<file path="src/include/mipsCore_cfg.svh">
`ifndef MIPS_CORE_CFG_SVH
`define MIPS_CORE_CFG_SVH

// datapath and register file geometry
`define CORE_DATA_W 32
`define CORE_REG_AW 5
`define CORE_REG_N  32

// primary opcodes
`define CORE_OP_SPECIAL 6'h00
`define CORE_OP_ADDI    6'h08
`define CORE_OP_ADDIU   6'h09
`define CORE_OP_SLTI    6'h0a
`define CORE_OP_SLTIU   6'h0b
`define CORE_OP_ANDI    6'h0c
`define CORE_OP_ORI     6'h0d
`define CORE_OP_XORI    6'h0e
`define CORE_OP_LUI     6'h0f

// funct codes under SPECIAL
`define CORE_FN_SLL  6'h00
`define CORE_FN_SRL  6'h02
`define CORE_FN_SRA  6'h03
`define CORE_FN_ADD  6'h20
`define CORE_FN_ADDU 6'h21
`define CORE_FN_SUB  6'h22
`define CORE_FN_SUBU 6'h23
`define CORE_FN_AND  6'h24
`define CORE_FN_OR   6'h25
`define CORE_FN_XOR  6'h26
`define CORE_FN_NOR  6'h27
`define CORE_FN_SLT  6'h2a
`define CORE_FN_SLTU 6'h2b

`endif

</file>
<file path="src/source/mipsPkg.sv">
`default_nettype none

`include "mipsCore_cfg.svh"

package mipsPkg;

    typedef enum logic [3:0] {
        ALU_ADD  = 4'd0,
        ALU_SUB  = 4'd1,
        ALU_AND  = 4'd2,
        ALU_OR   = 4'd3,
        ALU_XOR  = 4'd4,
        ALU_NOR  = 4'd5,
        ALU_SLT  = 4'd6,
        ALU_SLTU = 4'd7,
        ALU_SLL  = 4'd8,
        ALU_SRL  = 4'd9,
        ALU_SRA  = 4'd10,
        ALU_LUI  = 4'd11
    } aluOp_t;

    // request registered at the end of decode
    typedef struct packed {
        logic                    valid;
        aluOp_t                  aluOp;
        logic                    trapOnOverflow; // add, sub, addi only
        logic                    regWrite;
        logic [`CORE_REG_AW-1:0] writeReg;
        logic [4:0]              shamt;
        logic [`CORE_DATA_W-1:0] srcA;
        logic [`CORE_DATA_W-1:0] srcB;           // immediate or rt value
    } execReq_t;

    // combinational ALU result
    typedef struct packed {
        logic                    valid;
        logic                    regWrite;
        logic [`CORE_REG_AW-1:0] writeReg;
        logic [`CORE_DATA_W-1:0] aluOut;
        logic                    overflow;
    } execRes_t;

    typedef struct packed {
        logic                    enable;
        logic [`CORE_REG_AW-1:0] writeReg;
        logic [`CORE_DATA_W-1:0] data;
    } regWrite_t;

endpackage

`default_nettype wire

</file>
<file path="src/source/decodeStage.sv">
`default_nettype none
`timescale 1ns/10ps

`include "mipsCore_cfg.svh"

module decodeStage
    import mipsPkg::*;
(
    input  wire                          clk,
    input  wire                          arstN_i,
    input  wire                          instValid_i,
    input  wire     [31:0]               instr_i,
    output logic    [`CORE_REG_AW-1:0]   rdAddrA_o,
    output logic    [`CORE_REG_AW-1:0]   rdAddrB_o,
    input  wire     [`CORE_DATA_W-1:0]   rdDataA_i,
    input  wire     [`CORE_DATA_W-1:0]   rdDataB_i,
    input  wire     execRes_t            fwdExec_i,
    input  wire     regWrite_t           fwdWb_i,
    output execReq_t                     req_o
);

    logic [5:0]              opcode;
    logic [5:0]              funct;
    logic [`CORE_REG_AW-1:0] rs, rt, rd, dstReg;
    logic [4:0]              shamt;
    logic [15:0]             imm;
    logic [`CORE_DATA_W-1:0] immExt, opA, opB;
    aluOp_t                  aluOp;
    logic                    isImm, zeroExt, trapOvf, known;
    execReq_t                reqNext, reqPayload;
    logic                    reqValid, reqRegWrite;

    // newest in-flight value wins, r0 is never forwarded
    function automatic logic [`CORE_DATA_W-1:0] fwdValue(
        input logic [`CORE_REG_AW-1:0] addr,
        input logic [`CORE_DATA_W-1:0] rfData
    );
        logic [`CORE_DATA_W-1:0] value;
        value = rfData;
        if (addr != '0) begin
            if (fwdExec_i.valid && fwdExec_i.regWrite && !fwdExec_i.overflow &&
                fwdExec_i.writeReg == addr) begin
                value = fwdExec_i.aluOut;
            end else if (fwdWb_i.enable && fwdWb_i.writeReg == addr) begin
                value = fwdWb_i.data;
            end
        end
        return value;
    endfunction

    assign opcode = instr_i[31:26];
    assign rs     = instr_i[25:21];
    assign rt     = instr_i[20:16];
    assign rd     = instr_i[15:11];
    assign shamt  = instr_i[10:6];
    assign funct  = instr_i[5:0];
    assign imm    = instr_i[15:0];

    always_comb begin
        aluOp   = ALU_ADD;
        isImm   = 1'b1;
        zeroExt = 1'b0;
        trapOvf = 1'b0;
        known   = 1'b1;
        case (opcode)
            `CORE_OP_SPECIAL: begin
                isImm = 1'b0;
                case (funct)
                    `CORE_FN_ADDU: aluOp = ALU_ADD;
                    `CORE_FN_ADD: begin
                        aluOp   = ALU_ADD;
                        trapOvf = 1'b1;
                    end
                    `CORE_FN_SUBU: aluOp = ALU_SUB;
                    `CORE_FN_SUB: begin
                        aluOp   = ALU_SUB;
                        trapOvf = 1'b1;
                    end
                    `CORE_FN_AND:  aluOp = ALU_AND;
                    `CORE_FN_OR:   aluOp = ALU_OR;
                    `CORE_FN_XOR:  aluOp = ALU_XOR;
                    `CORE_FN_NOR:  aluOp = ALU_NOR;
                    `CORE_FN_SLT:  aluOp = ALU_SLT;
                    `CORE_FN_SLTU: aluOp = ALU_SLTU;
                    `CORE_FN_SLL:  aluOp = ALU_SLL;
                    `CORE_FN_SRL:  aluOp = ALU_SRL;
                    `CORE_FN_SRA:  aluOp = ALU_SRA;
                    default:       known = 1'b0;
                endcase
            end
            `CORE_OP_ADDIU: aluOp = ALU_ADD;
            `CORE_OP_ADDI: begin
                aluOp   = ALU_ADD;
                trapOvf = 1'b1;
            end
            `CORE_OP_SLTI:  aluOp = ALU_SLT;
            `CORE_OP_SLTIU: aluOp = ALU_SLTU; // sign extended, compared unsigned
            `CORE_OP_ANDI: begin
                aluOp   = ALU_AND;
                zeroExt = 1'b1;
            end
            `CORE_OP_ORI: begin
                aluOp   = ALU_OR;
                zeroExt = 1'b1;
            end
            `CORE_OP_XORI: begin
                aluOp   = ALU_XOR;
                zeroExt = 1'b1;
            end
            `CORE_OP_LUI:   aluOp = ALU_LUI;
            default:        known = 1'b0;
        endcase
    end

    assign immExt = zeroExt ? {{(`CORE_DATA_W-16){1'b0}}, imm}
                            : {{(`CORE_DATA_W-16){imm[15]}}, imm};
    assign dstReg = isImm ? rt : rd;

    assign rdAddrA_o = rs;
    assign rdAddrB_o = rt;
    assign opA       = fwdValue(rs, rdDataA_i);
    assign opB       = isImm ? immExt : fwdValue(rt, rdDataB_i);

    always_comb begin
        reqNext.valid          = instValid_i;
        reqNext.aluOp          = aluOp;
        reqNext.trapOnOverflow = trapOvf;
        reqNext.regWrite       = instValid_i && known && (dstReg != '0); // r0 writes dropped
        reqNext.writeReg       = dstReg;
        reqNext.shamt          = shamt;
        reqNext.srcA           = opA;
        reqNext.srcB           = opB;
    end

    always_ff @(posedge clk or negedge arstN_i) begin
        if (!arstN_i) begin
            reqValid    <= 1'b0;
            reqRegWrite <= 1'b0;
        end else begin
            reqValid    <= reqNext.valid;
            reqRegWrite <= reqNext.regWrite;
        end
    end

    always_ff @(posedge clk) begin
        reqPayload <= reqNext;
    end

    always_comb begin
        req_o          = reqPayload;
        req_o.valid    = reqValid;
        req_o.regWrite = reqRegWrite;
    end

    // r0 must never show up on the writeback bundle
    assert property (@(posedge clk) disable iff (!arstN_i)
        fwdWb_i.enable |-> (fwdWb_i.writeReg != '0));

endmodule

`default_nettype wire

</file>
<file path="src/source/executeStage.sv">
`default_nettype none
`timescale 1ns/10ps

`include "mipsCore_cfg.svh"

module executeStage
    import mipsPkg::*;
(
    input  wire execReq_t req_i,
    output execRes_t      res_o
);

    localparam int HALF_W = `CORE_DATA_W / 2;

    logic [`CORE_DATA_W-1:0] sum, diff, aluOut;
    logic                    ovfAdd, ovfSub, ovf, isLogic;
    logic                    sltS, sltU;

    always_comb begin
        sum  = req_i.srcA + req_i.srcB;
        diff = req_i.srcA - req_i.srcB;
        // same-sign operands, result sign flipped
        ovfAdd = (req_i.srcA[`CORE_DATA_W-1] == req_i.srcB[`CORE_DATA_W-1]) &&
                 (sum[`CORE_DATA_W-1] != req_i.srcA[`CORE_DATA_W-1]);
        ovfSub = (req_i.srcA[`CORE_DATA_W-1] != req_i.srcB[`CORE_DATA_W-1]) &&
                 (diff[`CORE_DATA_W-1] != req_i.srcA[`CORE_DATA_W-1]);
        sltS = $signed(req_i.srcA) < $signed(req_i.srcB);
        sltU = req_i.srcA < req_i.srcB;

        case (req_i.aluOp)
            ALU_ADD:  aluOut = sum;
            ALU_SUB:  aluOut = diff;
            ALU_AND:  aluOut = req_i.srcA & req_i.srcB;
            ALU_OR:   aluOut = req_i.srcA | req_i.srcB;
            ALU_XOR:  aluOut = req_i.srcA ^ req_i.srcB;
            ALU_NOR:  aluOut = ~(req_i.srcA | req_i.srcB);
            ALU_SLT:  aluOut = {{(`CORE_DATA_W-1){1'b0}}, sltS};
            ALU_SLTU: aluOut = {{(`CORE_DATA_W-1){1'b0}}, sltU};
            ALU_SLL:  aluOut = req_i.srcB << req_i.shamt;
            ALU_SRL:  aluOut = req_i.srcB >> req_i.shamt;
            ALU_SRA:  aluOut = $signed(req_i.srcB) >>> req_i.shamt;
            ALU_LUI:  aluOut = {req_i.srcB[HALF_W-1:0], {HALF_W{1'b0}}};
            default:  aluOut = '0;
        endcase

        isLogic = (req_i.aluOp == ALU_AND) || (req_i.aluOp == ALU_OR) ||
                  (req_i.aluOp == ALU_XOR) || (req_i.aluOp == ALU_NOR);

        ovf = req_i.valid && req_i.trapOnOverflow &&
              ((req_i.aluOp == ALU_SUB) ? ovfSub : ovfAdd);

        res_o.valid    = req_i.valid;
        res_o.regWrite = req_i.regWrite;
        res_o.writeReg = req_i.writeReg;
        res_o.aluOut   = aluOut;
        res_o.overflow = ovf;

        // trap flag only comes with add and sub
        assert (!(ovf && isLogic))
            else $error("overflow raised on logical op %0d", req_i.aluOp);
    end

endmodule

`default_nettype wire

</file>
<file path="src/source/mipsCore.sv">
`default_nettype none
`timescale 1ns/10ps

`include "mipsCore_cfg.svh"

module mipsCore
    import mipsPkg::*;
(
    input  wire                        clk,
    input  wire                        arstN_i,
    input  wire                        instValid_i,
    input  wire  [31:0]                instr_i,
    output logic                       debugWbValid_o,
    output logic [3:0]                 debugWbRfWen_o,
    output logic [`CORE_REG_AW-1:0]    debugWbRfWnum_o,
    output logic [`CORE_DATA_W-1:0]    debugWbRfWdata_o,
    output logic                       overflow_o
);

    execReq_t                req;
    execRes_t                res;  // also the exec forwarding source
    regWrite_t               wb;
    logic [`CORE_REG_AW-1:0] rdAddrA, rdAddrB;
    logic [`CORE_DATA_W-1:0] rdDataA, rdDataB;

    decodeStage uDecode (
        .clk         (clk),
        .arstN_i     (arstN_i),
        .instValid_i (instValid_i),
        .instr_i     (instr_i),
        .rdAddrA_o   (rdAddrA),
        .rdAddrB_o   (rdAddrB),
        .rdDataA_i   (rdDataA),
        .rdDataB_i   (rdDataB),
        .fwdExec_i   (res),
        .fwdWb_i     (wb),
        .req_o       (req)
    );

    regFile uRegFile (
        .clk       (clk),
        .arstN_i   (arstN_i),
        .rdAddrA_i (rdAddrA),
        .rdAddrB_i (rdAddrB),
        .rdDataA_o (rdDataA),
        .rdDataB_o (rdDataB),
        .wr_i      (wb)
    );

    executeStage uExecute (
        .req_i (req),
        .res_o (res)
    );

    resultStage uResult (
        .clk              (clk),
        .arstN_i          (arstN_i),
        .res_i            (res),
        .wb_o             (wb),
        .debugWbValid_o   (debugWbValid_o),
        .debugWbRfWen_o   (debugWbRfWen_o),
        .debugWbRfWnum_o  (debugWbRfWnum_o),
        .debugWbRfWdata_o (debugWbRfWdata_o),
        .overflow_o       (overflow_o)
    );

endmodule

`default_nettype wire

</file>
<file path="src/source/regFile.sv">
`default_nettype none
`timescale 1ns/10ps

`include "mipsCore_cfg.svh"

module regFile
    import mipsPkg::*;
(
    input  wire                        clk,
    input  wire                        arstN_i,
    input  wire  [`CORE_REG_AW-1:0]    rdAddrA_i,
    input  wire  [`CORE_REG_AW-1:0]    rdAddrB_i,
    output logic [`CORE_DATA_W-1:0]    rdDataA_o,
    output logic [`CORE_DATA_W-1:0]    rdDataB_o,
    input  wire  regWrite_t            wr_i
);

    logic [`CORE_DATA_W-1:0] regs [`CORE_REG_N];

    always_ff @(posedge clk or negedge arstN_i) begin
        if (!arstN_i) begin
            for (int i = 0; i < `CORE_REG_N; i++) begin
                regs[i] <= '0;
            end
        end else if (wr_i.enable && (wr_i.writeReg != '0)) begin
            regs[wr_i.writeReg] <= wr_i.data;
        end
    end

    // async read, r0 hardwired
    assign rdDataA_o = (rdAddrA_i == '0) ? '0 : regs[rdAddrA_i];
    assign rdDataB_o = (rdAddrB_i == '0) ? '0 : regs[rdAddrB_i];

endmodule

`default_nettype wire

</file>
<file path="src/source/resultStage.sv">
`default_nettype none
`timescale 1ns/10ps

`include "mipsCore_cfg.svh"

module resultStage
    import mipsPkg::*;
(
    input  wire                        clk,
    input  wire                        arstN_i,
    input  wire  execRes_t             res_i,
    output regWrite_t                  wb_o,
    output logic                       debugWbValid_o,
    output logic [3:0]                 debugWbRfWen_o,
    output logic [`CORE_REG_AW-1:0]    debugWbRfWnum_o,
    output logic [`CORE_DATA_W-1:0]    debugWbRfWdata_o,
    output logic                       overflow_o
);

    logic                    validQ, wenQ, ovfQ;
    logic [`CORE_REG_AW-1:0] wnumQ;
    logic [`CORE_DATA_W-1:0] wdataQ;

    always_ff @(posedge clk or negedge arstN_i) begin
        if (!arstN_i) begin
            validQ <= 1'b0;
            wenQ   <= 1'b0;
            ovfQ   <= 1'b0;
        end else begin
            validQ <= res_i.valid;
            wenQ   <= res_i.valid && res_i.regWrite && !res_i.overflow; // overflow kills write
            ovfQ   <= res_i.overflow;
        end
    end

    always_ff @(posedge clk) begin
        wnumQ  <= res_i.writeReg;
        wdataQ <= res_i.aluOut;
    end

    assign wb_o.enable   = wenQ;
    assign wb_o.writeReg = wnumQ;
    assign wb_o.data     = wdataQ;

    // trace port
    assign debugWbValid_o   = validQ;
    assign debugWbRfWen_o   = {4{wenQ}};
    assign debugWbRfWnum_o  = wnumQ;
    assign debugWbRfWdata_o = wdataQ;
    assign overflow_o       = ovfQ;

    assert property (@(posedge clk) disable iff (!arstN_i)
        overflow_o |-> debugWbValid_o);

endmodule

`default_nettype wire

</file>
<file path="config.mk">
export PLATFORM = sky130hd
export DESIGN_NAME = mipsCore
export DESIGN_NICKNAME = d
export VERILOG_FILES = /design/src/source/mipsPkg.sv /design/src/source/decodeStage.sv /design/src/source/executeStage.sv /design/src/source/mipsCore.sv /design/src/source/regFile.sv /design/src/source/resultStage.sv
export VERILOG_INCLUDE_DIRS = /design/src /design/src/include
export SDC_FILE = /design/constraint.sdc
export NUM_CORES = 2
export LEC_CHECK = 0
export ABC_AREA = 0
export BUFFER_PORTS_ARGS = -buffer_cell sky130_fd_sc_hd__clkbuf_2
export CAP_MARGIN = 0
export CORE_MARGIN = 3
export CORE_UTILIZATION = 27
export CTS_BUF_LIST = sky130_fd_sc_hd__clkbuf_8 sky130_fd_sc_hd__clkbuf_16
export CTS_CLUSTER_SIZE = 40
export DETAILED_ROUTE_END_ITERATION = 10
export MAX_ROUTING_LAYER = met4
export PLACE_DENSITY_LB_ADDON = 0.12
export SETUP_SLACK_MARGIN = 0.02
export SYNTH_ARGS = -nofsm -noshare
export SYNTH_HDL_FRONTEND = slang
export SYNTH_SLANG_ARGS = --single-unit
</file>
<file path="constraint.sdc">
create_clock -name clk -period 4.4 [get_ports clk]
set_input_delay 0.66 -clock clk [delete_from_list [all_inputs] [get_ports clk]]
set_output_delay 0.66 -clock clk [all_outputs]
set_load 0.02 [all_outputs]
</file>
Yosys cells after proc, flatten, opt, wreduce, memory -nomap -nowiden
Cells that the tools add are included.
{"block": "totals", "register_bits": 1145, "inputBits": 35}
{"block": "classes", "n_addsub": 2, "n_lt_le_gt_ge": 6, "n_eq_ne": 39, "shift": 3, "n_mux": 29, "n_bitwise": 7, "reduce_logical": 29}
{"cell": "1024-bit bitwise mux", "count": 1}
{"cell": "32-bit two-way mux", "count": 15}
{"cell": "32-bit case mux with 12 select lines", "count": 1}
{"cell": "32-bit binary-select mux with 5-bit select", "count": 2}
{"cell": "32-bit demux with 5-bit select", "count": 1}
{"cell": "32-bit < comparator", "count": 2}
{"cell": "6-bit equality test (second input constant)", "count": 10}
{"cell": "6-bit by 4-bit equality test with 1-bit output (second input constant)", "count": 8}
{"cell": "4-bit case mux with 10 select lines", "count": 1}
{"cell": "32-bit adder", "count": 1}
{"cell": "32-bit AND", "count": 1}
{"cell": "32-bit NOT", "count": 1}
{"cell": "32-bit OR", "count": 1}
{"cell": "32-bit by 5-bit left shift with 32-bit output", "count": 1}
{"cell": "32-bit by 5-bit >> shifter with 32-bit output", "count": 1}
{"cell": "32-bit by 5-bit >>> shifter with 32-bit output", "count": 1}
{"cell": "32-bit subtractor", "count": 1}
{"cell": "32-bit bitwise XOR", "count": 1}
{"cell": "4-bit case mux with 7 select lines", "count": 1}
{"cell": "5-bit equality test", "count": 4}
{"cell": "5-bit nonzero test", "count": 4}
{"cell": "6-bit >= comparator (second input constant)", "count": 3}
{"cell": "5-bit NOT with 6-bit output", "count": 3}
{"cell": "4-bit by 3-bit equality test with 1-bit output (second input constant)", "count": 4}
{"cell": "19 further kinds", "count": 46}

Logic depth before layout (Yosys ltp)
{"block": "depth", "ltp_word": 11, "mapped_depth": 17}

Modules after synthesis
A second synthesis with hierarchy kept.
{"block": "hier_totals", "hier_cells": 5592, "hier_area_um2": 69148.8}
{"module": "regFile", "instances": 1, "cells_per_inst": 3619, "area_each_um2": 54431.0}
{"module": "executeStage", "instances": 1, "cells_per_inst": 1399, "area_each_um2": 9364.0}
{"module": "decodeStage", "instances": 1, "cells_per_inst": 491, "area_each_um2": 4214.0}
{"module": "resultStage", "instances": 1, "cells_per_inst": 83, "area_each_um2": 1139.8}

Worst setup path before layout
Ideal clock, no wire load.
{"block": "synth_path", "kind": "reg-to-reg", "startpoint": "register uDecode.reqPayload, in the netlist uDecode.req_o[10]", "endpoint": "register uDecode.reqPayload, in the netlist uDecode.req_o[55]", "arrival_ps": 3495, "required_ps": 4331, "slack_ps": 836, "stages_incl_launch_ff": 17, "path_buffers": 4, "synth_period_minus_slack_ps": 3564, "cell_sequence": "dfxtp_1 inv_1 ha_1 buf_4 nand2_2 or4_4 a2111o_1 a31o_2 a211oi_4 a2111oi_1 a221oi_2 and3b_1 buf_4 buf_8 buf_6 nand2_1 a21oi_2"}
{"block": "synth_between", "elab_chain_len": 10}
{"element": "start, declared", "line": "decodeStage.sv:30", "text": "execReq_t reqNext, reqPayload;"}
{"element": "start signal, assigned", "line": "decodeStage.sv:146", "text": "reqPayload <= reqNext;"}
{"element": "32-bit adder or 32-bit subtractor (tied branches)", "line": "executeStage.sv:20, executeStage.sv:21"}
{"element": "1-bit inequality test (on tied branches)", "line": "executeStage.sv:24, executeStage.sv:26"}
{"element": "1-bit logical AND (on tied branches)", "line": "executeStage.sv:23, executeStage.sv:25"}
{"element": "1-bit two-way mux", "line": "executeStage.sv:50", "text": "((req_i.aluOp == ALU_SUB) ? ovfSub : ovfAdd);"}
{"element": "1-bit logical AND", "line": "executeStage.sv:49", "text": "ovf = req_i.valid && req_i.trapOnOverflow &&"}
{"element": "1-bit logical NOT", "line": "decodeStage.sv:41", "text": "if (fwdExec_i.valid && fwdExec_i.regWrite && !fwdExec_i.overflow &&"}
{"element": "1-bit logical AND (2 in a row)", "line": "decodeStage.sv:41"}
{"element": "32-bit two-way mux (*)", "line": "decodeStage.sv:41"}
{"element": "32-bit two-way mux (*)", "line": "decodeStage.sv:40", "text": "if (addr != '0) begin"}
{"element": "net uDecode.opA[23]", "line": "decodeStage.sv:27", "text": "logic [`CORE_DATA_W-1:0] immExt, opA, opB;"}
The timed path passes the listed nets; every way through them passes the cells marked *.
A chain may end at the register's enable or synchronous reset.

==> run metrics <==
status complete, no violations; layout overhead on the synthesized area 16.3%; Synth Area in Adders 1.98%; die width 509 um; Worst R2R Path Depth 14; grt ovf 0; row count 183; root buffer cell clkbuf_16; Worst Path Max Fanout 7; total die area 0.259 mm2; Yosys reg bits 1145; proportion of power drawn by combinational gates 14.8%; switching part of the total 29.2%; Critical Path RT 5.06 ns; GRT met2 Usage 34.2%; Hold Crit Class primary input to register; Mean Syn Cell Area 13.0 um2; Max-cap violations 0; met1 usage 29.6%; First-pass DRT Iterations 7; port bufs 77; dpl cells 8418; DR vias/cell 5.51; clk_lat worst skew 0.84 ns; ANT nets after route 0; Core Area 0.250 mm2; Post-Synth Simple-Gate Area 4.91%; Total GRT Usage 21.8%; worst setup path start uDecode.req_o[41]; via count 47900; Setup crit end uDecode.req_o[30]; hpwl dp 181000 um; PD cells 347 mW/mm2; Seq/Total Area, Yosys 41.1%; YS warnings 0; max-slew violation count 0; leakage power total 35.0 nW; GR Util met3 2.87%; Post-synth EDFFs 0; Critical Setup Path Class register to register; Worst Max-Slew Pin Slew 1.25 ns; Slew headroom 16.1%; vias in the first global route 49100; DR iter-0 viols 3990; Power Internal 0.0195 W; nets@finish 5386; CTS Sinks 1145; Cell Area, Synth 0.0682 mm2; Switch Pwr 0.00803 W; R2R Setup Slk 0.28 ns; critical path arrival 4.78 ns; fin crit period 4.12 ns; worst vdd ir 404 uV; post-synthesis compound-gate area fraction 7.26%; first-pass GRT wire length 394000 um; mux cell area share after synthesis 40.6%; Flop pwr share 41.0%; pin count of the biggest net entering global routing 119; ys flop type dfrtp_1; crit share post-route 93.7%; Post-Synth XOR/XNOR Area 0.359%; cells after synthesis 5229; crit start category register; Critical Path End Type register; DR DRC count 0; total length of routed wires 276000 um; Final Setup Violations 0; post-route setup TNS 0 ns; Final Hold Viols 0; unrepaired setup endpoints after global routing false; CTS Buffer Depth 3; H-tree depth 4; Worst Skew 0.0526 ns; Clk network pwr share 44.2%; layout cells sized above 1 44.8%; Critical R2R Launch uDecode.req_o[41]; CTS tree done; syn nets 5371; Initial Util 27.3%; asr flop ratio synth 89.9%; Hold Slack 0.141 ns; GP Congestion 0.952; Clk pin slew, worst setup/hold paths 0.06 ns; r2r endpoint uDecode.req_o[30]; fmax 243 MHz; TritonCTS buffer count 145; IO Count 78; height of the chip 509 um; WL/cell 31.7 um; gr busiest metal met2; largest family of logic cells by synthesized area multiplexers; post-synthesis cell type count 88; final std cells w/o fill 8691; initial antenna violation count 5
==> worst max-delay path: stages, from the launching register on <==
cell,delay [ns]
dfxtp_1,0.39
inv_1,0.06
ha_1,0.32
buf_4,0.17
inv_1,0.08
nor4_1,0.50
a41oi_1,0.30
a2111oi_0,0.46
buf_4,0.22
nor3_1,0.05
a2111oi_0,0.61
a2111oi_0,0.15
or3_1,0.44
nor2_1,0.13
o21ai_1,0.09
==> stage by stage <==
stage	power [W]	worst slack, ns	util [%]	instance area (um2)
floorplan	0.0137	0.836	-	68200
global placement	0.0155	0.331	29.7	74400
detailed placement	0.0155	0.174	29.7	74400
CTS	0.0279	0.118	31.7	79300
global route	0.0286	0.0777	31.7	79300
finish	0.0275	0.277	31.7	79300
==> routing by layer <==
layer,part of all wire [%],routed length [um]
met1,46,126000
met2,47,130000
met3,4.5,12400
met4,2.7,7510
met5,0,0
==> area by class of cell <==
cell class / count / area (um2)
well taps: 3330 / 4170
repair buffers: 421 / 3910
clock buffers: 173 / 4010
diodes: 3 / 7.51
inverters: 113 / 424
clock inverters: 88 / 872
flip-flops and latches: 1145 / 28100
multi-input cells: 3418 / 37900
fillers: 24900 / 171000
==> flip-flops by register name, indices dropped and copies added, names as in the netlist <==
register,flops
uDecode.reqRegWrite,1
uDecode.reqValid,1
uDecode.req_o,79
uRegFile.regs,1024
uResult.debugWbRfWdata_o,32
uResult.debugWbRfWnum_o,5
uResult.debugWbValid_o,1
uResult.overflow_o,1
uResult.wenQ,1
==> cell families (layout without fill, tap and decap cells) <==
group,after synthesis,in the layout
flip-flops,1145,1145
AND/OR/NAND/NOR,714,714
AO/OA/AOI/OAI,750,750
multiplexers,1819,1819
adder cells (fa/ha/maj),107,107
XOR/XNOR,28,28
buffers and inverters,666,795
other,0,3
==> cell usage in the layout (no fill, tap or decap), types with 13 or more instances in the layout <==
| master | count |
|---|---|
| nand2_1 | 268 |
| nand3_1 | 41 |
| a31oi_1 | 16 |
| clkinv_2 | 21 |
| mux2_2 | 1034 |
| buf_4 | 270 |
| a221oi_1 | 21 |
| a221o_1 | 15 |
| nand2b_1 | 17 |
| a22oi_1 | 16 |
| ha_1 | 105 |
| mux2i_1 | 132 |
| a21oi_1 | 179 |
| nor2_1 | 150 |
| xnor2_1 | 15 |
| dfxtp_1 | 111 |
| inv_1 | 152 |
| nor3_1 | 39 |
| a21o_1 | 26 |
| mux4_2 | 653 |
| clkbuf_2 | 66 |
| nor2b_1 | 46 |
| a211oi_1 | 91 |
| o21bai_1 | 18 |
| o21ai_0 | 190 |
| clkbuf_16 | 145 |
| o221ai_1 | 13 |
| o211ai_1 | 24 |
| xor2_1 | 13 |
| nor2_4 | 13 |
| nor4_1 | 24 |
| clkbuf_8 | 28 |
| dfrtp_1 | 1029 |
| buf_12 | 67 |
==> how the worst min path moves through the flow <==
stage	startpoint	endpoint	cells past startpoint	slack (ns)
detailed placement	uRegFile.regs[1012]	uRegFile.regs[1012]	0	0.38
floorplan	arstN_i	uDecode.reqRegWrite	0	0.36
global placement	uRegFile.regs[993]	uRegFile.regs[993]	0	0.38
CTS	instr_i[26]	uDecode.req_o[76]	3	0.07
global route	instr_i[26]	uDecode.req_o[76]	3	0.16
finish	instr_i[26]	uDecode.req_o[76]	3	0.14
==> timing repair <==
item / CTS / global route
gates resized for setup: 0 / 2
setup buffers: 0 / 0
setup endpoints to repair: 0 / 21
hold buffers: 9 / 0
hold endpoints to repair: 64 / 0
==> Yosys cell counts (18+ instances only) <==
| library cell | n | share of area (%) |
|---|---|---|
| mux2_2 | 1034 | 17 |
| dfrtp_1 | 1029 | 38 |
| mux4_2 | 653 | 22 |
| clkbuf_1 | 383 | 2.1 |
| nand2_1 | 280 | 1.5 |
| o21ai_0 | 191 | 1.4 |
| a21oi_1 | 179 | 1.3 |
| nor2_1 | 163 | 0.90 |
| buf_1 | 136 | 0.75 |
| mux2i_1 | 132 | 1.9 |
| dfxtp_1 | 116 | 3.4 |
| inv_1 | 111 | 0.61 |
| ha_1 | 105 | 1.9 |
| a211oi_1 | 91 | 1.0 |
| nor2b_1 | 48 | 0.44 |
| nand3_1 | 42 | 0.31 |
| nor3_1 | 40 | 0.29 |
| a21o_1 | 26 | 0.29 |
| nor4_1 | 26 | 0.24 |
| o211ai_1 | 24 | 0.26 |
| a221oi_1 | 21 | 0.27 |
| buf_2 | 21 | 0.15 |
| o21bai_1 | 18 | 0.20 |
==> power by group through the flow <==
stage	combinational (W)	sequential (W)	clock [W]
2_1_floorplan	0.00228	0.0114	0
3_3_place_gp	0.00410	0.0114	0
3_5_place_dp	0.00410	0.0114	0
4_1_cts	0.00411	0.0113	0.0125
5_1_grt	0.00436	0.0113	0.0129
6_report	0.00407	0.0113	0.0122
Power figures use the tool's default switching activity.
